### config.mk
export PLATFORM = sky130hd
export DESIGN_NAME = ls_decoder
export DESIGN_NICKNAME = d
export VERILOG_FILES = /design/src/mem_pkg.sv /design/src/ls_decoder.sv
export SDC_FILE = /design/constraint.sdc
export NUM_CORES = 1
export LEC_CHECK = 0
export ABC_AREA = 0
export BUFFER_PORTS_ARGS = -buffer_cell sky130_fd_sc_hd__buf_2
export CORE_ASPECT_RATIO = 0.9
export CORE_MARGIN = 2
export CORE_UTILIZATION = 30
export DETAILED_ROUTE_END_ITERATION = 10
export PLACE_DENSITY = 0.65
export SLEW_MARGIN = 15
export SYNTH_ARGS = -nofsm -noshare
export SYNTH_HDL_FRONTEND = slang
export SYNTH_SLANG_ARGS = --single-unit
### constraint.sdc
create_clock -name iClk -period 5.9 [get_ports iClk]
set_input_delay 1.18 -clock iClk [delete_from_list [all_inputs] [get_ports iClk]]
set_output_delay 1.18 -clock iClk [all_outputs]
set_load 0.005 [all_outputs]
### src/mem_pkg.sv
`default_nettype none

package mem_pkg;

    localparam int xlen          = 32;
    localparam int mem_words     = 256;                  // 1 KiB of data memory
    localparam int mem_addr_bits = $clog2(mem_words);

    localparam logic [6:0] opcode_load  = 7'b0000011;
    localparam logic [6:0] opcode_store = 7'b0100011;

    typedef enum logic [1:0] {
        INST_NONE,
        INST_LOAD,
        INST_STORE
    } inst_type_e;

    // Encoded as funct3
    typedef enum logic [2:0] {
        LOAD_BYTE  = 3'b000,
        LOAD_HALF  = 3'b001,
        LOAD_WORD  = 3'b010,
        ULOAD_BYTE = 3'b100,
        ULOAD_HALF = 3'b101
    } mem_width_e;

    // Stores reuse the signed load codes
    localparam mem_width_e STORE_BYTE = LOAD_BYTE;
    localparam mem_width_e STORE_HALF = LOAD_HALF;
    localparam mem_width_e STORE_WORD = LOAD_WORD;

    typedef struct packed {
        logic [11:0] imm;
        logic [4:0]  rs1;
        logic [2:0]  funct3;
        logic [4:0]  rd;
        logic [6:0]  opcode;
    } i_fields_t;

    typedef struct packed {
        logic [6:0]  imm_hi;
        logic [4:0]  rs2;
        logic [4:0]  rs1;
        logic [2:0]  funct3;
        logic [4:0]  imm_lo;
        logic [6:0]  opcode;
    } s_fields_t;

    // Loads decode as I-type, stores as S-type
    typedef union packed {
        i_fields_t i_type;
        s_fields_t s_type;
    } rv_instr_u;

endpackage

`default_nettype wire

### src/ls_decoder.sv
`timescale 1ns/10ps
`default_nettype none

module ls_decoder (
    input  logic                     iClk,
    input  logic                     reset,
    input  logic                     instr_valid,
    input  mem_pkg::rv_instr_u       instr,
    input  logic [mem_pkg::xlen-1:0] rs1_data,
    input  logic [mem_pkg::xlen-1:0] rs2_data,
    output logic                     dec_valid,
    output mem_pkg::inst_type_e      dec_type,
    output mem_pkg::mem_width_e      dec_width,
    output logic [mem_pkg::xlen-1:0] dec_addr,
    output logic [mem_pkg::xlen-1:0] dec_wdata,
    output logic [4:0]               dec_rd
);

    mem_pkg::inst_type_e      inst_type;
    logic [mem_pkg::xlen-1:0] imm_ext;
    logic [mem_pkg::xlen-1:0] eff_addr;

    always_comb begin
        if (instr.i_type.opcode == mem_pkg::opcode_load) begin
            inst_type = mem_pkg::INST_LOAD;
        end else if (instr.i_type.opcode == mem_pkg::opcode_store) begin
            inst_type = mem_pkg::INST_STORE;
        end else begin
            inst_type = mem_pkg::INST_NONE;
        end
    end

    always_comb begin
        if (inst_type == mem_pkg::INST_STORE) begin
            imm_ext = {{20{instr.s_type.imm_hi[6]}},
                       instr.s_type.imm_hi,
                       instr.s_type.imm_lo};            // Split S-type immediate
        end else begin
            imm_ext = {{20{instr.i_type.imm[11]}}, instr.i_type.imm};
        end
    end

    assign eff_addr = rs1_data + imm_ext;

    always_ff @(posedge iClk) begin
        if (reset) begin
            dec_valid <= 1'b0;
            dec_type  <= mem_pkg::INST_NONE;
        end else begin
            dec_valid <= instr_valid && (inst_type != mem_pkg::INST_NONE);
            dec_type  <= instr_valid ? inst_type : mem_pkg::INST_NONE;
        end
    end

    always_ff @(posedge iClk) begin
        if (instr_valid) begin
            dec_width <= mem_pkg::mem_width_e'(instr.i_type.funct3); // Same field in S-type
            dec_addr  <= eff_addr;
            dec_wdata <= rs2_data;
            dec_rd    <= instr.i_type.rd;
        end
    end

    // Non-memory opcodes never reach the load/store unit
    a_valid_has_type: assert property (
        @(posedge iClk) disable iff (reset)
        dec_valid |-> (dec_type != mem_pkg::INST_NONE)
    ) else $error("ls_decoder: dec_valid with INST_NONE");

endmodule

`default_nettype wire

==> results.md <==
- Setup Buffers After CTS: 0
- Pin count of the biggest net entering global routing: 41
- Sinks on Clock Net: 75
- Vias/cell: 4.80
- Slew headroom: 49.7%
- N_diodes: 0
- I/O pins: 174
- I/O Buffers: 168
- Fill count: 1233
- Endpoints failing hold: 0
- Register area: 2220 sq um
- RD Place Congestion: 0.812
- Ys Warns: 0
- Die footprint: 14200 sq um
- Most common cell after layout, fill and taps aside: buf_2
- Critical-path cell list: buf_2 -> nor4_1 -> and3_1 -> nand2_1 -> mux2_2 -> ha_1 -> inv_1 -> fa_1 -> nand2b_1 -> a21oi_1 -> o2111ai_1 -> a2111oi_4 -> nor3_2 -> o2bb2ai_2 -> xor2_1
- Longest Clk Path Bufs: 2
- Most frequent cells in the layout: 168 x buf_2, 72 x edfxtp_1, 31 x ha_1
- Setup crit start kind: input port
- Starting density of the core: 30.9%
- Post-route ant nets: 0
- PostCTS Resize Cnt: 0
- Pre-CTS setup slack: 1410 ps
- Endpoint class of the critical path: flip-flop
- Status: complete, no violations
- Chip width: 125 um
- Syn nets: 454
- Final Net Count: 628
- Int Power: 1.13 mW
- Initial antenna violation count: 1
- RSZ-0062 raised after global routing: false
- Count of cell types in the netlist: 48
- Sw frac: 26.0%
- Hold path startpoint: rs2_data[24]
- Overall Global Routing Usage: 13.6%
- Grt ovf: 0
- Critical Path AT: 4180 ps
- Main flop type after synthesis: edfxtp_1
- Sequential area share after synthesis: 56.0%
- WS Path Type: in -> reg
- Max incr delay on CP: 430 ps
- Critical path's slowest cell: a2111oi_4
- Via count: 3194
- Netlist Area Pre-Place: 3970 sq um
- Worst setup path start: instr[3]
- Clock transition at path regs: 60 ps
- # rows: 39
- Flop pwr share: 44.1%
- Die H: 113 um
- Vias in the first global route: 3132
- Met3 WL: 670 um
- Multi-input logic area: 1690 sq um
- Synth Area per Inst: 12.3 sq um
- Synth-to-Final Area Change: 33.6%
- Worst Hold Class: in -> reg
- DR pass1 iterations: 5
- NetSw: 398 uW
- Setup ws final: 1800 ps
- Top routing layer in use: met5
- Met2 wire len: 4510 um
- Mapped Cells: 323
- 1st-iter DRT viols: 151
- H-tree levels: 3
- TNS Setup: 0 ps
- First-pass GRT wire length: 15400 um
- Routed len/inst: 14.7 um
- VDD IR max: 0.000148 V
- WL final: 9770 um
- Post-synth EDFFs: 72
- Final Cycle Share: 69.4%
- Pwr per Cell Area: 288 nW/um^2
- Seq cells post-synth: 75
- Count of pins over their slew limit: 0
- # DRC: 0
- Minimum clock period after layout: 4100 ps
- WP data required: 5980 ps
- Critical-path maximum fanout: 5
- Max Fclk: 0.244 GHz
- CORE AREA: 12800 sq um
- M1 WL: 4450 um
- Max Cap Viol: 0
- Synth async-reset ratio: 0%
- Share of cells above drive strength 1: 39.0%
- P_leak: 2.29 nW
- Hold_buf cts: 0
- Num CTS Buffers: 9
- Worst Tran Pin Value: 755 ps
- DP Wirelength: 7940 um
- Root Driver: clkbuf_16
- CTS tree: built
- # setup viols final: 0
- Clock network fraction of total power: 35.7%
- Comb pwr share: 20.1%
==> cell families (layout without fill, tap and decap cells) <==
kind of cell               count (synthesis)  count (layout)  share of synthesized area [%]
and+or+nand+nor                           80              80                           10.1
DFF                                       75              75                           56.0
xor gates and xnor gates                  28              28                           6.18
AOI/OAI and AO/OA                         86              86                           14.5
buffers and inverters                     17             196                           1.61
adders and majority gates                 32              32                           10.3
muxes                                      5               5                           1.42
==> power by group through the flow <==
| stage | combinational [mW] | clock, mW | sequential (mW) |
|---|---|---|---|
| 2_1_floorplan | 0.156 | 0 | 0.694 |
| 3_3_place_gp | 0.304 | 0 | 0.685 |
| 3_5_place_dp | 0.309 | 0 | 0.687 |
| 4_1_cts | 0.310 | 0.564 | 0.676 |
| 5_1_grt | 0.343 | 0.584 | 0.680 |
| 6_report | 0.308 | 0.546 | 0.675 |
==> through the flow <==
step / instance area (sq um) / hold slack [ps] / total power [mW] / util [%] / std cells
2_1_floorplan: 3970 / 1250 / 0.849 / - / 323
3_3_place_gp: 5000 / 1360 / 0.989 / 39.0 / 650
3_5_place_dp: 5000 / 1360 / 0.996 / 39.0 / 650
4_1_cts: 5310 / 1000 / 1.55 / 41.3 / 666
5_1_grt: 5310 / 1000 / 1.61 / 41.3 / 666
6_report: 5310 / 1020 / 1.53 / 41.3 / 666
==> worst paths after layout <==
check                                endpoint  slack, ps  cells after the start
worst max-delay path   dec_addr[30]$_DFFE_PP_       1800                     15
worst min-delay path  dec_wdata[24]$_DFFE_PP_       1020                      1
==> per-layer routing <==
metal / vias to the layer above / GRT usage (%)
met2: 130 / 22.4
met5: - / 0
met4: 2 / 4.52
met1: 1470 / 17.4
li1: 1580 / -
met3: 12 / 3.83
==> area by class of cell <==
type / instances / area share (%)
Sequential cell: 75 / 41.9
Multi-Input combinational cell: 231 / 31.8
Timing Repair Buffer: 169 / 16.0
Clock buffer: 10 / 4.32
Tap cell: 164 / 3.87
Clock inverter: 6 / 1.39
Inverter: 11 / 0.778
==> synth_stat cells (all sizes together) (2+ instances only) <==
cell	number	area, sq um
edfxtp	72	2160
ha	31	388
a21oi	28	144
nand2	25	93.8
o21ai	18	90.1
nor2	15	56.3
xnor2	15	131
xor2	13	114
inv	11	41.3
nand4	9	56.3
nor3	7	40.0
a21o	6	45.0
clkbuf	6	22.5
o21a	6	45.0
a211oi	5	37.5
mux2	5	56.3
nand2b	5	31.3
nand3	5	25.0
o21bai	4	30.0
a31oi	3	18.8
and2	3	18.8
dfxtp	3	60.1
o211ai	3	22.5
and3	2	12.5
nor2b	2	12.5
nor4	2	12.5
o31ai	2	20.0
==> registers in the layout, indices dropped and copies added, names as in the netlist <==
register and count:
dec_addr 32, dec_wdata 32, dec_rd 5, dec_width 3
dec_type 2, dec_valid 1
==> critical path, delay by kind of cell <==
family / cells / cell delay [ps]
AND/OR/NAND/NOR: 5 / 880
adder cells (fa/ha/maj): 2 / 580
AO/OA/AOI/OAI: 4 / 1050
buffers and inverters: 2 / 160
XOR/XNOR: 1 / 70
multiplexers: 1 / 270
(Power assumes the default switching activity.)
