===== src/mem_pkg.sv =====
`default_nettype none

package mem_pkg;

    localparam int xlen          = 32;
    localparam int mem_words     = 256;                  // 1 KiB of data memory
    localparam int mem_addr_bits = $clog2(mem_words);

    localparam logic [6:0] opcode_load  = 7'b0000011;
    localparam logic [6:0] opcode_store = 7'b0100011;

    typedef enum logic [1:0] {
        INST_NONE,
        INST_LOAD,
        INST_STORE
    } inst_type_e;

    // Encoded as funct3
    typedef enum logic [2:0] {
        LOAD_BYTE  = 3'b000,
        LOAD_HALF  = 3'b001,
        LOAD_WORD  = 3'b010,
        ULOAD_BYTE = 3'b100,
        ULOAD_HALF = 3'b101
    } mem_width_e;

    // Stores reuse the signed load codes
    localparam mem_width_e STORE_BYTE = LOAD_BYTE;
    localparam mem_width_e STORE_HALF = LOAD_HALF;
    localparam mem_width_e STORE_WORD = LOAD_WORD;

    typedef struct packed {
        logic [11:0] imm;
        logic [4:0]  rs1;
        logic [2:0]  funct3;
        logic [4:0]  rd;
        logic [6:0]  opcode;
    } i_fields_t;

    typedef struct packed {
        logic [6:0]  imm_hi;
        logic [4:0]  rs2;
        logic [4:0]  rs1;
        logic [2:0]  funct3;
        logic [4:0]  imm_lo;
        logic [6:0]  opcode;
    } s_fields_t;

    // Loads decode as I-type, stores as S-type
    typedef union packed {
        i_fields_t i_type;
        s_fields_t s_type;
    } rv_instr_u;

endpackage

`default_nettype wire


===== src/mem_bus_if.sv =====
`timescale 1ns/10ps
`default_nettype none

interface mem_bus_if;

    logic                              req;        // One-cycle strobe
    logic                              we;
    logic [mem_pkg::mem_addr_bits-1:0] word_addr;
    logic [3:0]                        byte_en;
    logic [mem_pkg::xlen-1:0]          wdata;
    logic [mem_pkg::xlen-1:0]          rdata;      // Valid the cycle after a read

    modport lsu (
        output req,
        output we,
        output word_addr,
        output byte_en,
        output wdata,
        input  rdata
    );

    modport mem (
        input  req,
        input  we,
        input  word_addr,
        input  byte_en,
        input  wdata,
        output rdata
    );

endinterface

`default_nettype wire


===== src/load_store_unit.sv =====
`timescale 1ns/10ps
`default_nettype none

module load_store_unit (
    input  logic                     iClk,
    input  logic                     reset,
    input  logic                     dec_valid,
    input  mem_pkg::inst_type_e      dec_type,
    input  mem_pkg::mem_width_e      dec_width,
    input  logic [mem_pkg::xlen-1:0] dec_addr,
    input  logic [mem_pkg::xlen-1:0] dec_wdata,
    input  logic [4:0]               dec_rd,
    mem_bus_if.lsu                   bus,
    output logic                     load_valid,
    output logic [mem_pkg::xlen-1:0] load_data,
    output logic [4:0]               load_rd
);

    logic [1:0]               offset;
    logic [mem_pkg::xlen-1:0] st_data;
    logic [3:0]               st_be;
    logic                     is_load;

    logic                     ld_pending;
    logic [1:0]               ld_offset;
    mem_pkg::mem_width_e      ld_width;
    logic [4:0]               ld_rd;
    logic [7:0]               ld_byte;
    logic [15:0]              ld_half;

    assign offset  = dec_addr[1:0];
    assign is_load = dec_valid && (dec_type == mem_pkg::INST_LOAD);

    // Place store data in the addressed lanes
    always_comb begin
        case (dec_width)
            mem_pkg::STORE_BYTE: begin
                st_data = {4{dec_wdata[7:0]}};
                st_be   = 4'b0001 << offset;
            end
            mem_pkg::STORE_HALF: begin
                if (offset == 2'd3) begin
                    st_data = {dec_wdata[15:0], 16'h0000};  // Upper half
                    st_be   = 4'b1100;
                end else begin
                    st_data = {16'h0000, dec_wdata[15:0]} << {offset, 3'b000};
                    st_be   = 4'b0011 << offset;
                end
            end
            default: begin                                  // Word and unknown codes
                st_data = dec_wdata;
                st_be   = 4'b1111;
            end
        endcase
    end

    assign bus.req       = dec_valid;
    assign bus.we        = dec_valid && (dec_type == mem_pkg::INST_STORE);
    assign bus.word_addr = dec_addr[mem_pkg::mem_addr_bits+1:2]; // Wraps at memory size
    assign bus.byte_en   = bus.we ? st_be : 4'b0000;
    assign bus.wdata     = st_data;

    always_ff @(posedge iClk) begin
        if (reset) begin
            ld_pending <= 1'b0;
        end else begin
            ld_pending <= is_load;
        end
    end

    always_ff @(posedge iClk) begin
        if (is_load) begin
            ld_offset <= offset;
            ld_width  <= dec_width;
            ld_rd     <= dec_rd;
        end
    end

    assign ld_byte = bus.rdata[{ld_offset, 3'b000} +: 8];

    always_comb begin
        case (ld_offset)
            2'd0:    ld_half = bus.rdata[15:0];
            2'd1:    ld_half = bus.rdata[23:8];
            default: ld_half = bus.rdata[31:16];          // Offset 3 reads upper half
        endcase
    end

    always_comb begin
        case (ld_width)
            mem_pkg::LOAD_BYTE:  load_data = {{24{ld_byte[7]}}, ld_byte};
            mem_pkg::ULOAD_BYTE: load_data = {24'h000000, ld_byte};
            mem_pkg::LOAD_HALF:  load_data = {{16{ld_half[15]}}, ld_half};
            mem_pkg::ULOAD_HALF: load_data = {16'h0000, ld_half};
            default:             load_data = bus.rdata;
        endcase
    end

    assign load_valid = ld_pending;
    assign load_rd    = ld_rd;

    // Every store must touch at least one lane
    a_store_has_lanes: assert property (
        @(posedge iClk) disable iff (reset)
        (bus.req && bus.we) |-> (bus.byte_en != 4'b0000)
    ) else $error("load_store_unit: store with empty byte_en");

endmodule

`default_nettype wire


===== src/flat_wrapper.sv =====
// flat-port wrapper written by rule: the top's interface ports become plain ports
module load_store_unit_flat 
  (iClk, reset, dec_valid, dec_type, dec_width, dec_addr, dec_wdata, dec_rd, load_valid, load_data, load_rd, bus_req, bus_we, bus_word_addr, bus_byte_en, bus_wdata, bus_rdata);
  mem_bus_if bus_i ();
  input  logic iClk;
  input  logic reset;
  input  logic dec_valid;
  input  mem_pkg::inst_type_e dec_type;
  input  mem_pkg::mem_width_e dec_width;
  input  logic [mem_pkg::xlen-1:0] dec_addr;
  input  logic [mem_pkg::xlen-1:0] dec_wdata;
  input  logic [4:0] dec_rd;
  output logic load_valid;
  output logic [mem_pkg::xlen-1:0] load_data;
  output logic [4:0] load_rd;
  output wire logic [$bits(bus_i.req)-1:0] bus_req;
  output wire logic [$bits(bus_i.we)-1:0] bus_we;
  output wire logic [$bits(bus_i.word_addr)-1:0] bus_word_addr;
  output wire logic [$bits(bus_i.byte_en)-1:0] bus_byte_en;
  output wire logic [$bits(bus_i.wdata)-1:0] bus_wdata;
  input wire logic [$bits(bus_i.rdata)-1:0] bus_rdata;
  assign bus_req = bus_i.req;
  assign bus_we = bus_i.we;
  assign bus_word_addr = bus_i.word_addr;
  assign bus_byte_en = bus_i.byte_en;
  assign bus_wdata = bus_i.wdata;
  assign bus_i.rdata = bus_rdata;
  load_store_unit u_core (.iClk(iClk), .reset(reset), .dec_valid(dec_valid), .dec_type(dec_type), .dec_width(dec_width), .dec_addr(dec_addr), .dec_wdata(dec_wdata), .dec_rd(dec_rd), .bus(bus_i), .load_valid(load_valid), .load_data(load_data), .load_rd(load_rd));
endmodule

===== config.mk =====
export PLATFORM = sky130hd
export DESIGN_NAME = load_store_unit_flat
export DESIGN_NICKNAME = d
export VERILOG_FILES = /design/src/mem_pkg.sv /design/src/mem_bus_if.sv /design/src/load_store_unit.sv /design/src/flat_wrapper.sv
export SDC_FILE = /design/constraint.sdc
export NUM_CORES = 1
export LEC_CHECK = 0
export BUFFER_PORTS_ARGS = -buffer_cell sky130_fd_sc_hd__buf_2
export CAP_MARGIN = 10
export CORE_MARGIN = 2
export CORE_UTILIZATION = 36
export DETAILED_ROUTE_END_ITERATION = 8
export PLACE_DENSITY = 0.84
export SYNTH_ARGS = -nofsm -noshare
export SYNTH_HDL_FRONTEND = slang
export SYNTH_SLANG_ARGS = --single-unit

===== constraint.sdc =====
create_clock -name iClk -period 2.35 [get_ports iClk]
set_clock_uncertainty 0.05 [all_clocks]
set_input_delay 0.235 -clock iClk [delete_from_list [all_inputs] [get_ports iClk]]
set_output_delay 0.235 -clock iClk [all_outputs]
set_load 0.02 [all_outputs]

==> results of run 1 <==
-- per-layer routing --
metal | vias to the layer above | part of all wire | GRT usage | wire (µm)
met2 | 158 | 0.50 | 0.407 | 3240
met5 | - | 0 | 0 | 0
met4 | 0 | 0.017 | 0.0774 | 109
met1 | 1133 | 0.38 | 0.254 | 2490
met3 | 10 | 0.10 | 0.0254 | 663
li1 | 1255 | - | - | -
-- layout by cell type (no fill, tap or decap), types with 3 or more instances in the layout --
cell type and n:
a21oi_1 11, a221oi_1 8, a22oi_1 30, a31oi_1 8, and2_1 9, buf_2 154, buf_4 12, clkbuf_8 3
edfxtp_1 10, inv_1 3, mux2i_1 9, nand2_1 56, nand2b_1 3, nand3_1 10, nor2_1 31, nor2b_1 14
o21ai_0 24
-- kinds of logic (layout without fill, tap and decap cells) --
group / count (synthesis) / after routing / share of synthesized area
simple gates: 131 / 131 / 0.329
compound gates: 88 / 88 / 0.327
buf+inv: 32 / 173 / 0.0948
mux: 12 / 12 / 0.0711
flops: 11 / 11 / 0.178
-- flip-flops by register name (all words and copies together), names as in the netlist --
signal	cells
u_core.load_valid	1
u_core.ld_offset	2
u_core.ld_width	3
u_core.load_rd	5
-- what timing repair did --
item                                   CTS  global route
setup endpoints to repair                0             2
endpoints found under the hold margin    0             0
resized for setup                        0             1
-- area by class of cell --
class,instances,area share
Sequential cell,11,0.122
Multi-Input combinational cell,231,0.497
Inverter,3,0.00428
Clock buffer,4,0.0171
Tap cell,67,0.0319
Timing Repair Buffer,166,0.327
-- how the worst max path moves through the flow --
stage | to | slack (ns) | depth (start not counted)
2_1_floorplan | load_data[16] | 0.46 | 6
3_3_place_gp | load_data[2] | 0.38 | 6
3_5_place_dp | load_data[0] | 0.33 | 6
4_1_cts | load_data[0] | 0.08 | 6
5_1_grt | load_data[0] | 0.02 | 6
6_report | load_data[0] | 0.12 | 6
-- critical path, stage by stage (launching register included) --
cell and delay [ns]:
edfxtp_1 0.44, buf_4 0.26, nor2b_2 0.23, mux2_2 0.35, a22oi_1 0.15, o21ai_0 0.11
buf_2 0.17
-- through the flow --
stage | hold slack, ns | instance area (µm²)
after floorplan | 0.257 | 1800
after global placement | 0.342 | 2580
after detailed placement | 0.343 | 2580
after CTS | 0.0964 | 2630
after global routing | 0.103 | 2630
final | 0.102 | 2630
-- power by group --
part	internal, mW	switching (mW)
Combinational	0.210	0.340
Clock	0.118	0.0630
Sequential	0.224	0.00860
==> results.sh, run 1 <==
export IMPL_outcome="finished, final reports clean"
export IMPL_yosysTopAreaCellShare=0.167
export IMPL_drt_pass1_iter_count=4
export IMPL_synth_main_ff_cell="edfxtp_1"
export IMPL_pre_cts_ws_ns=0.329
export IMPL_multi_input_area_mm2=0.00131
export IMPL_hold_violations=0
export IMPL_worstHoldStart="reset"
export IMPL_tightest_slew_ns=0.430
export IMPL_dpl_cell_count=478
export IMPL_cp_end_kind="primary output"
export IMPL_vias_per_cell=5.30
export IMPL_postCtsHoldBufs=0
export IMPL_synth_edf_count=10
export IMPL_worstHoldPathType="in -> reg"
export IMPL_wire_per_inst_um=13.5
export IMPL_hpwlAfterDp_mm=5.20
export IMPL_yosysMostFrequentCell="nand2_1"
export IMPL_clock_fmax_mhz=449
export IMPL_via_count=2556
export IMPL_rsz0062_at_grt="no"
export IMPL_cap_violations=0
export IMPL_insertedDiodeCount=0
export IMPL_syn_inst=274
export IMPL_hold_path_depth=2
export IMPL_worstPathRequired_ns=2.07
export IMPL_ys_types=34
export IMPL_synth_area_per_cell_um2=6.55
export IMPL_clock_sinks=11
export IMPL_areaGrowthSynthToFinish_pct=46.4
export IMPL_ant_nets=0
export IMPL_first_iter_violations=100
export IMPL_area_sequential_um2=320
export IMPL_yosysTopAreaCell="edfxtp_1"
export IMPL_tns_ns=0
export IMPL_core_area_mm2=0.00475
export IMPL_ys_seq_area_frac=0.178
export IMPL_cts_buffer_depth=2
export IMPL_critPathLaunch="u_core.ld_offset[0]$_DFFE_PP_"
export IMPL_cts_buffers=3
export IMPL_syn_cell_area_mm2=0.00180
export IMPL_gp_congestion=0.822
export IMPL_synth_ff_latch_count=11
export IMPL_period_needed_ns=2.23
export IMPL_die_area_mm2=0.00557
export IMPL_num_fill_cells=465
export IMPL_p_per_area_mw_per_mm2=367
export IMPL_cts_root_buf="clkbuf_8"
export IMPL_cts_tree="yes"
export IMPL_timing_final_ws_setup_ns=0.125
export IMPL_grt_overflow=0
export IMPL_slew_headroom=0.713
export IMPL_grt_max_degree=28
export IMPL_drive_gt1_frac=0.424
export IMPL_vdd_drop_max_mv=0.238
export IMPL_ys_warn_count=0
export IMPL_critical_path_class="reg -> out"
export IMPL_grt_antenna_before_repair=0
export IMPL_worst_setup_path_start_kind="flip-flop"
export IMPL_cts_post_setup_buffers_inserted=0
export IMPL_critical_path_max_fanout=13
export IMPL_hold_path_endpoint="u_core.load_valid$_SDFF_PP0_"
export IMPL_finalPower_uw=965
export IMPL_instances_no_fill=482
export IMPL_wl_mm=6.50
export IMPL_initial_utilization=0.378
export IMPL_port_buffers=154
export IMPL_period_share=0.947
export IMPL_synth_area_leaders="edfxtp_1 (17%), a22oi_1 (13%), nand2_1 (12%)"
export IMPL_final_max_slew_violation_count=0
export IMPL_ys_async_sr_fraction=0
export IMPL_synthTopCellsByCount="nand2_1 (56), nor2_1 (31), a22oi_1 (30), o21ai_0 (24)"
export IMPL_power_leakage_nw=1.40
export IMPL_grt_pass1_wl_mm=9.89
export IMPL_grt_pass1_vias=2258
export IMPL_syn_nets=383
export IMPL_drcViolationCount=0
export IMPL_arrival_ns=1.94
export IMPL_final_util=0.553
export IMPL_die_h_um=74.6
export IMPL_clk_pin_slew_ns=0.05
export IMPL_ios=193
export IMPL_grt_util_all_layers=0.217
export IMPL_finalSetupViolCount=0
export IMPL_placementRows=25
export IMPL_num_nets_final=525
export IMPL_fp_dieW_um=74.6
export IMPL_htreeDepth=1
No activity file was read; power rests on OpenSTA's default activity.
==> run 2, diff against run 1 <==
--- a/config.mk
+++ b/config.mk
@@ -11,6 +11,7 @@
 export CORE_UTILIZATION = 36
 export DETAILED_ROUTE_END_ITERATION = 8
 export PLACE_DENSITY = 0.84
+export SETUP_SLACK_MARGIN = 0.15
 export SYNTH_ARGS = -nofsm -noshare
 export SYNTH_HDL_FRONTEND = slang
 export SYNTH_SLANG_ARGS = --single-unit
==> run 2 against run 1 <==
  * Routed wire length is 1.5% higher
  * Cell count is 1.2% higher
  * Non-clock buffer count grew 6
  * Largest power group unchanged
  * Via count increased by 1.5%
  * Total power up 0.96%
  * Sequential share of layout area fell by 0.26 points
  * Sequential cell count did not move
  * First-iteration DRC count is 7.0% lower
==> results.sh, run 2 (same netlist as run 1, synthesis figures left out) <==
export IMPL_num_fill_cells=456
export IMPL_arrival_ns=1.90
export IMPL_cap_violations=0
export IMPL_period_share=0.929
export IMPL_drt_pass1_iter_count=4
export IMPL_swShare=0.425
export IMPL_worstHoldPathType="in -> reg"
export IMPL_final_max_slew_violation_count=0
export IMPL_instances_no_fill=488
export IMPL_power_leakage_nw=1.43
export IMPL_die_area_mm2=0.00557
export IMPL_gr_usage_met3=0.0254
export IMPL_num_nets_final=531
export IMPL_tightest_slew_ns=0.433
export IMPL_insertedDiodeCount=0
export IMPL_fp_dieW_um=74.6
export IMPL_core_area_mm2=0.00475
export IMPL_critPathLaunch="u_core.ld_offset[0]$_DFFE_PP_"
export IMPL_use_met1=0.251
export IMPL_initial_utilization=0.378
export IMPL_finalSetupViolCount=0
export IMPL_largest_reg_flops=5
export IMPL_tns_ns=0
export IMPL_drcViolationCount=0
export IMPL_areaGrowthSynthToFinish_pct=49.5
export IMPL_placementRows=25
export IMPL_period_needed_ns=2.18
export IMPL_grt_pass1_wl_mm=9.87
export IMPL_htreeDepth=1
export IMPL_ios=193
export IMPL_place_area_mm2=0.00258
export IMPL_ant_nets=0
export IMPL_cts_buffers=3
export IMPL_port_buffers=154
export IMPL_grt_pass1_vias=2272
export IMPL_stdcell_area_mm2=0.00269
export IMPL_grt_busiest_layer="met2"
export IMPL_cts_tree="yes"
export IMPL_grt_antenna_before_repair=0
export IMPL_vdd_drop_max_mv=0.237
export IMPL_vias_per_cell=5.32
export IMPL_clk_pin_slew_ns=0.05
export IMPL_worstPathRequired_ns=2.07
export IMPL_drive_gt1_frac=0.435
export IMPL_grt_util_all_layers=0.217
export IMPL_wl_mm=6.60
export IMPL_hold_ws_ns=0.102
export IMPL_p_per_area_mw_per_mm2=363
export IMPL_p_int_uw=560
export IMPL_hold_violations=0
export IMPL_p_sw_uw=414
export IMPL_cts_buffer_depth=2
export IMPL_gr_usage_met2=0.409
export IMPL_first_iter_violations=93
export IMPL_worstHoldStart="reset"
export IMPL_final_cell_mix="buf_2 (154), nand2_1 (56), nor2_1 (31)"
export IMPL_critical_path_max_fanout=16
export IMPL_rsz0062_at_grt="yes"
export IMPL_cp_end_kind="primary output"
export IMPL_critical_path_class="reg -> out"
export IMPL_power_share_sequential=0.238
export IMPL_postCtsHoldBufs=0
export IMPL_cts_root_buf="clkbuf_8"
export IMPL_outcome="finished, final reports clean"
export IMPL_pwr_share_comb=0.575
export IMPL_clkPwrFrac=0.186
export IMPL_clock_sinks=11
export IMPL_grt_max_degree=28
export IMPL_die_h_um=74.6
export IMPL_wire_per_inst_um=13.5
export IMPL_slew_headroom=0.711
export IMPL_worst_setup_path_start_kind="flip-flop"
export IMPL_gp_congestion=0.822
export IMPL_grt_overflow=0
export IMPL_hpwlAfterDp_mm=5.20
export IMPL_dpl_cell_count=478
export IMPL_final_common_cell="buf_2"
export IMPL_via_count=2594
export IMPL_clock_fmax_mhz=458
## run 2: area by class of cell
class | instances | area (µm²) | share of cell area
Timing Repair Buffer | 172 | 913 | 0.340
Inverter | 3 | 11.3 | 0.00419
Clock buffer | 4 | 45.0 | 0.0168
Sequential cell | 11 | 320 | 0.119
Multi-Input combinational cell | 231 | 1310 | 0.488
Tap cell | 67 | 83.8 | 0.0312
## run 2: worst max-delay path, stage by stage, from the launching register on
cell	delay, ns
edfxtp_1	0.49
mux2_4	0.34
o211a_1	0.24
o31ai_4	0.18
buf_6	0.19
nand2_1	0.07
buf_2	0.16
## run 2: metrics by stage
| stage | setup WS (ns) | power [mW] | utilization |
|---|---|---|---|
| floorplan | 0.461 | 0.578 | - |
| global placement | 0.376 | 0.773 | 0.543 |
| detailed placement | 0.329 | 0.782 | 0.543 |
| CTS | 0.136 | 0.969 | 0.554 |
| global route | 0.0936 | 1.04 | 0.565 |
| finish | 0.166 | 0.974 | 0.565 |
## run 2: final timing paths
check	to	slack [ns]	cells past startpoint
max	load_data[24]	0.17	6
min	u_core.load_valid$_SDFF_PP0_	0.10	2
## run 2: per-layer routing
metal,wire length [µm],part of all wire
met5,0,0
met4,121,0.018
met3,689,0.10
met2,3310,0.50
met1,2480,0.38
## run 2: repair_timing
action                                  in CTS  in global routing
buffers inserted                             0                  6
gates resized for setup                      2                  2
endpoints found under the setup margin       2                 31
pin swaps                                    0                  0
## run 2: power groups by stage
stage	combinational, mW	sequential (mW)	clock [mW]
2_1_floorplan	0.340	0.237	0
3_3_place_gp	0.537	0.235	0
3_5_place_dp	0.547	0.236	0
4_1_cts	0.549	0.233	0.188
5_1_grt	0.611	0.233	0.195
6_report	0.560	0.232	0.181
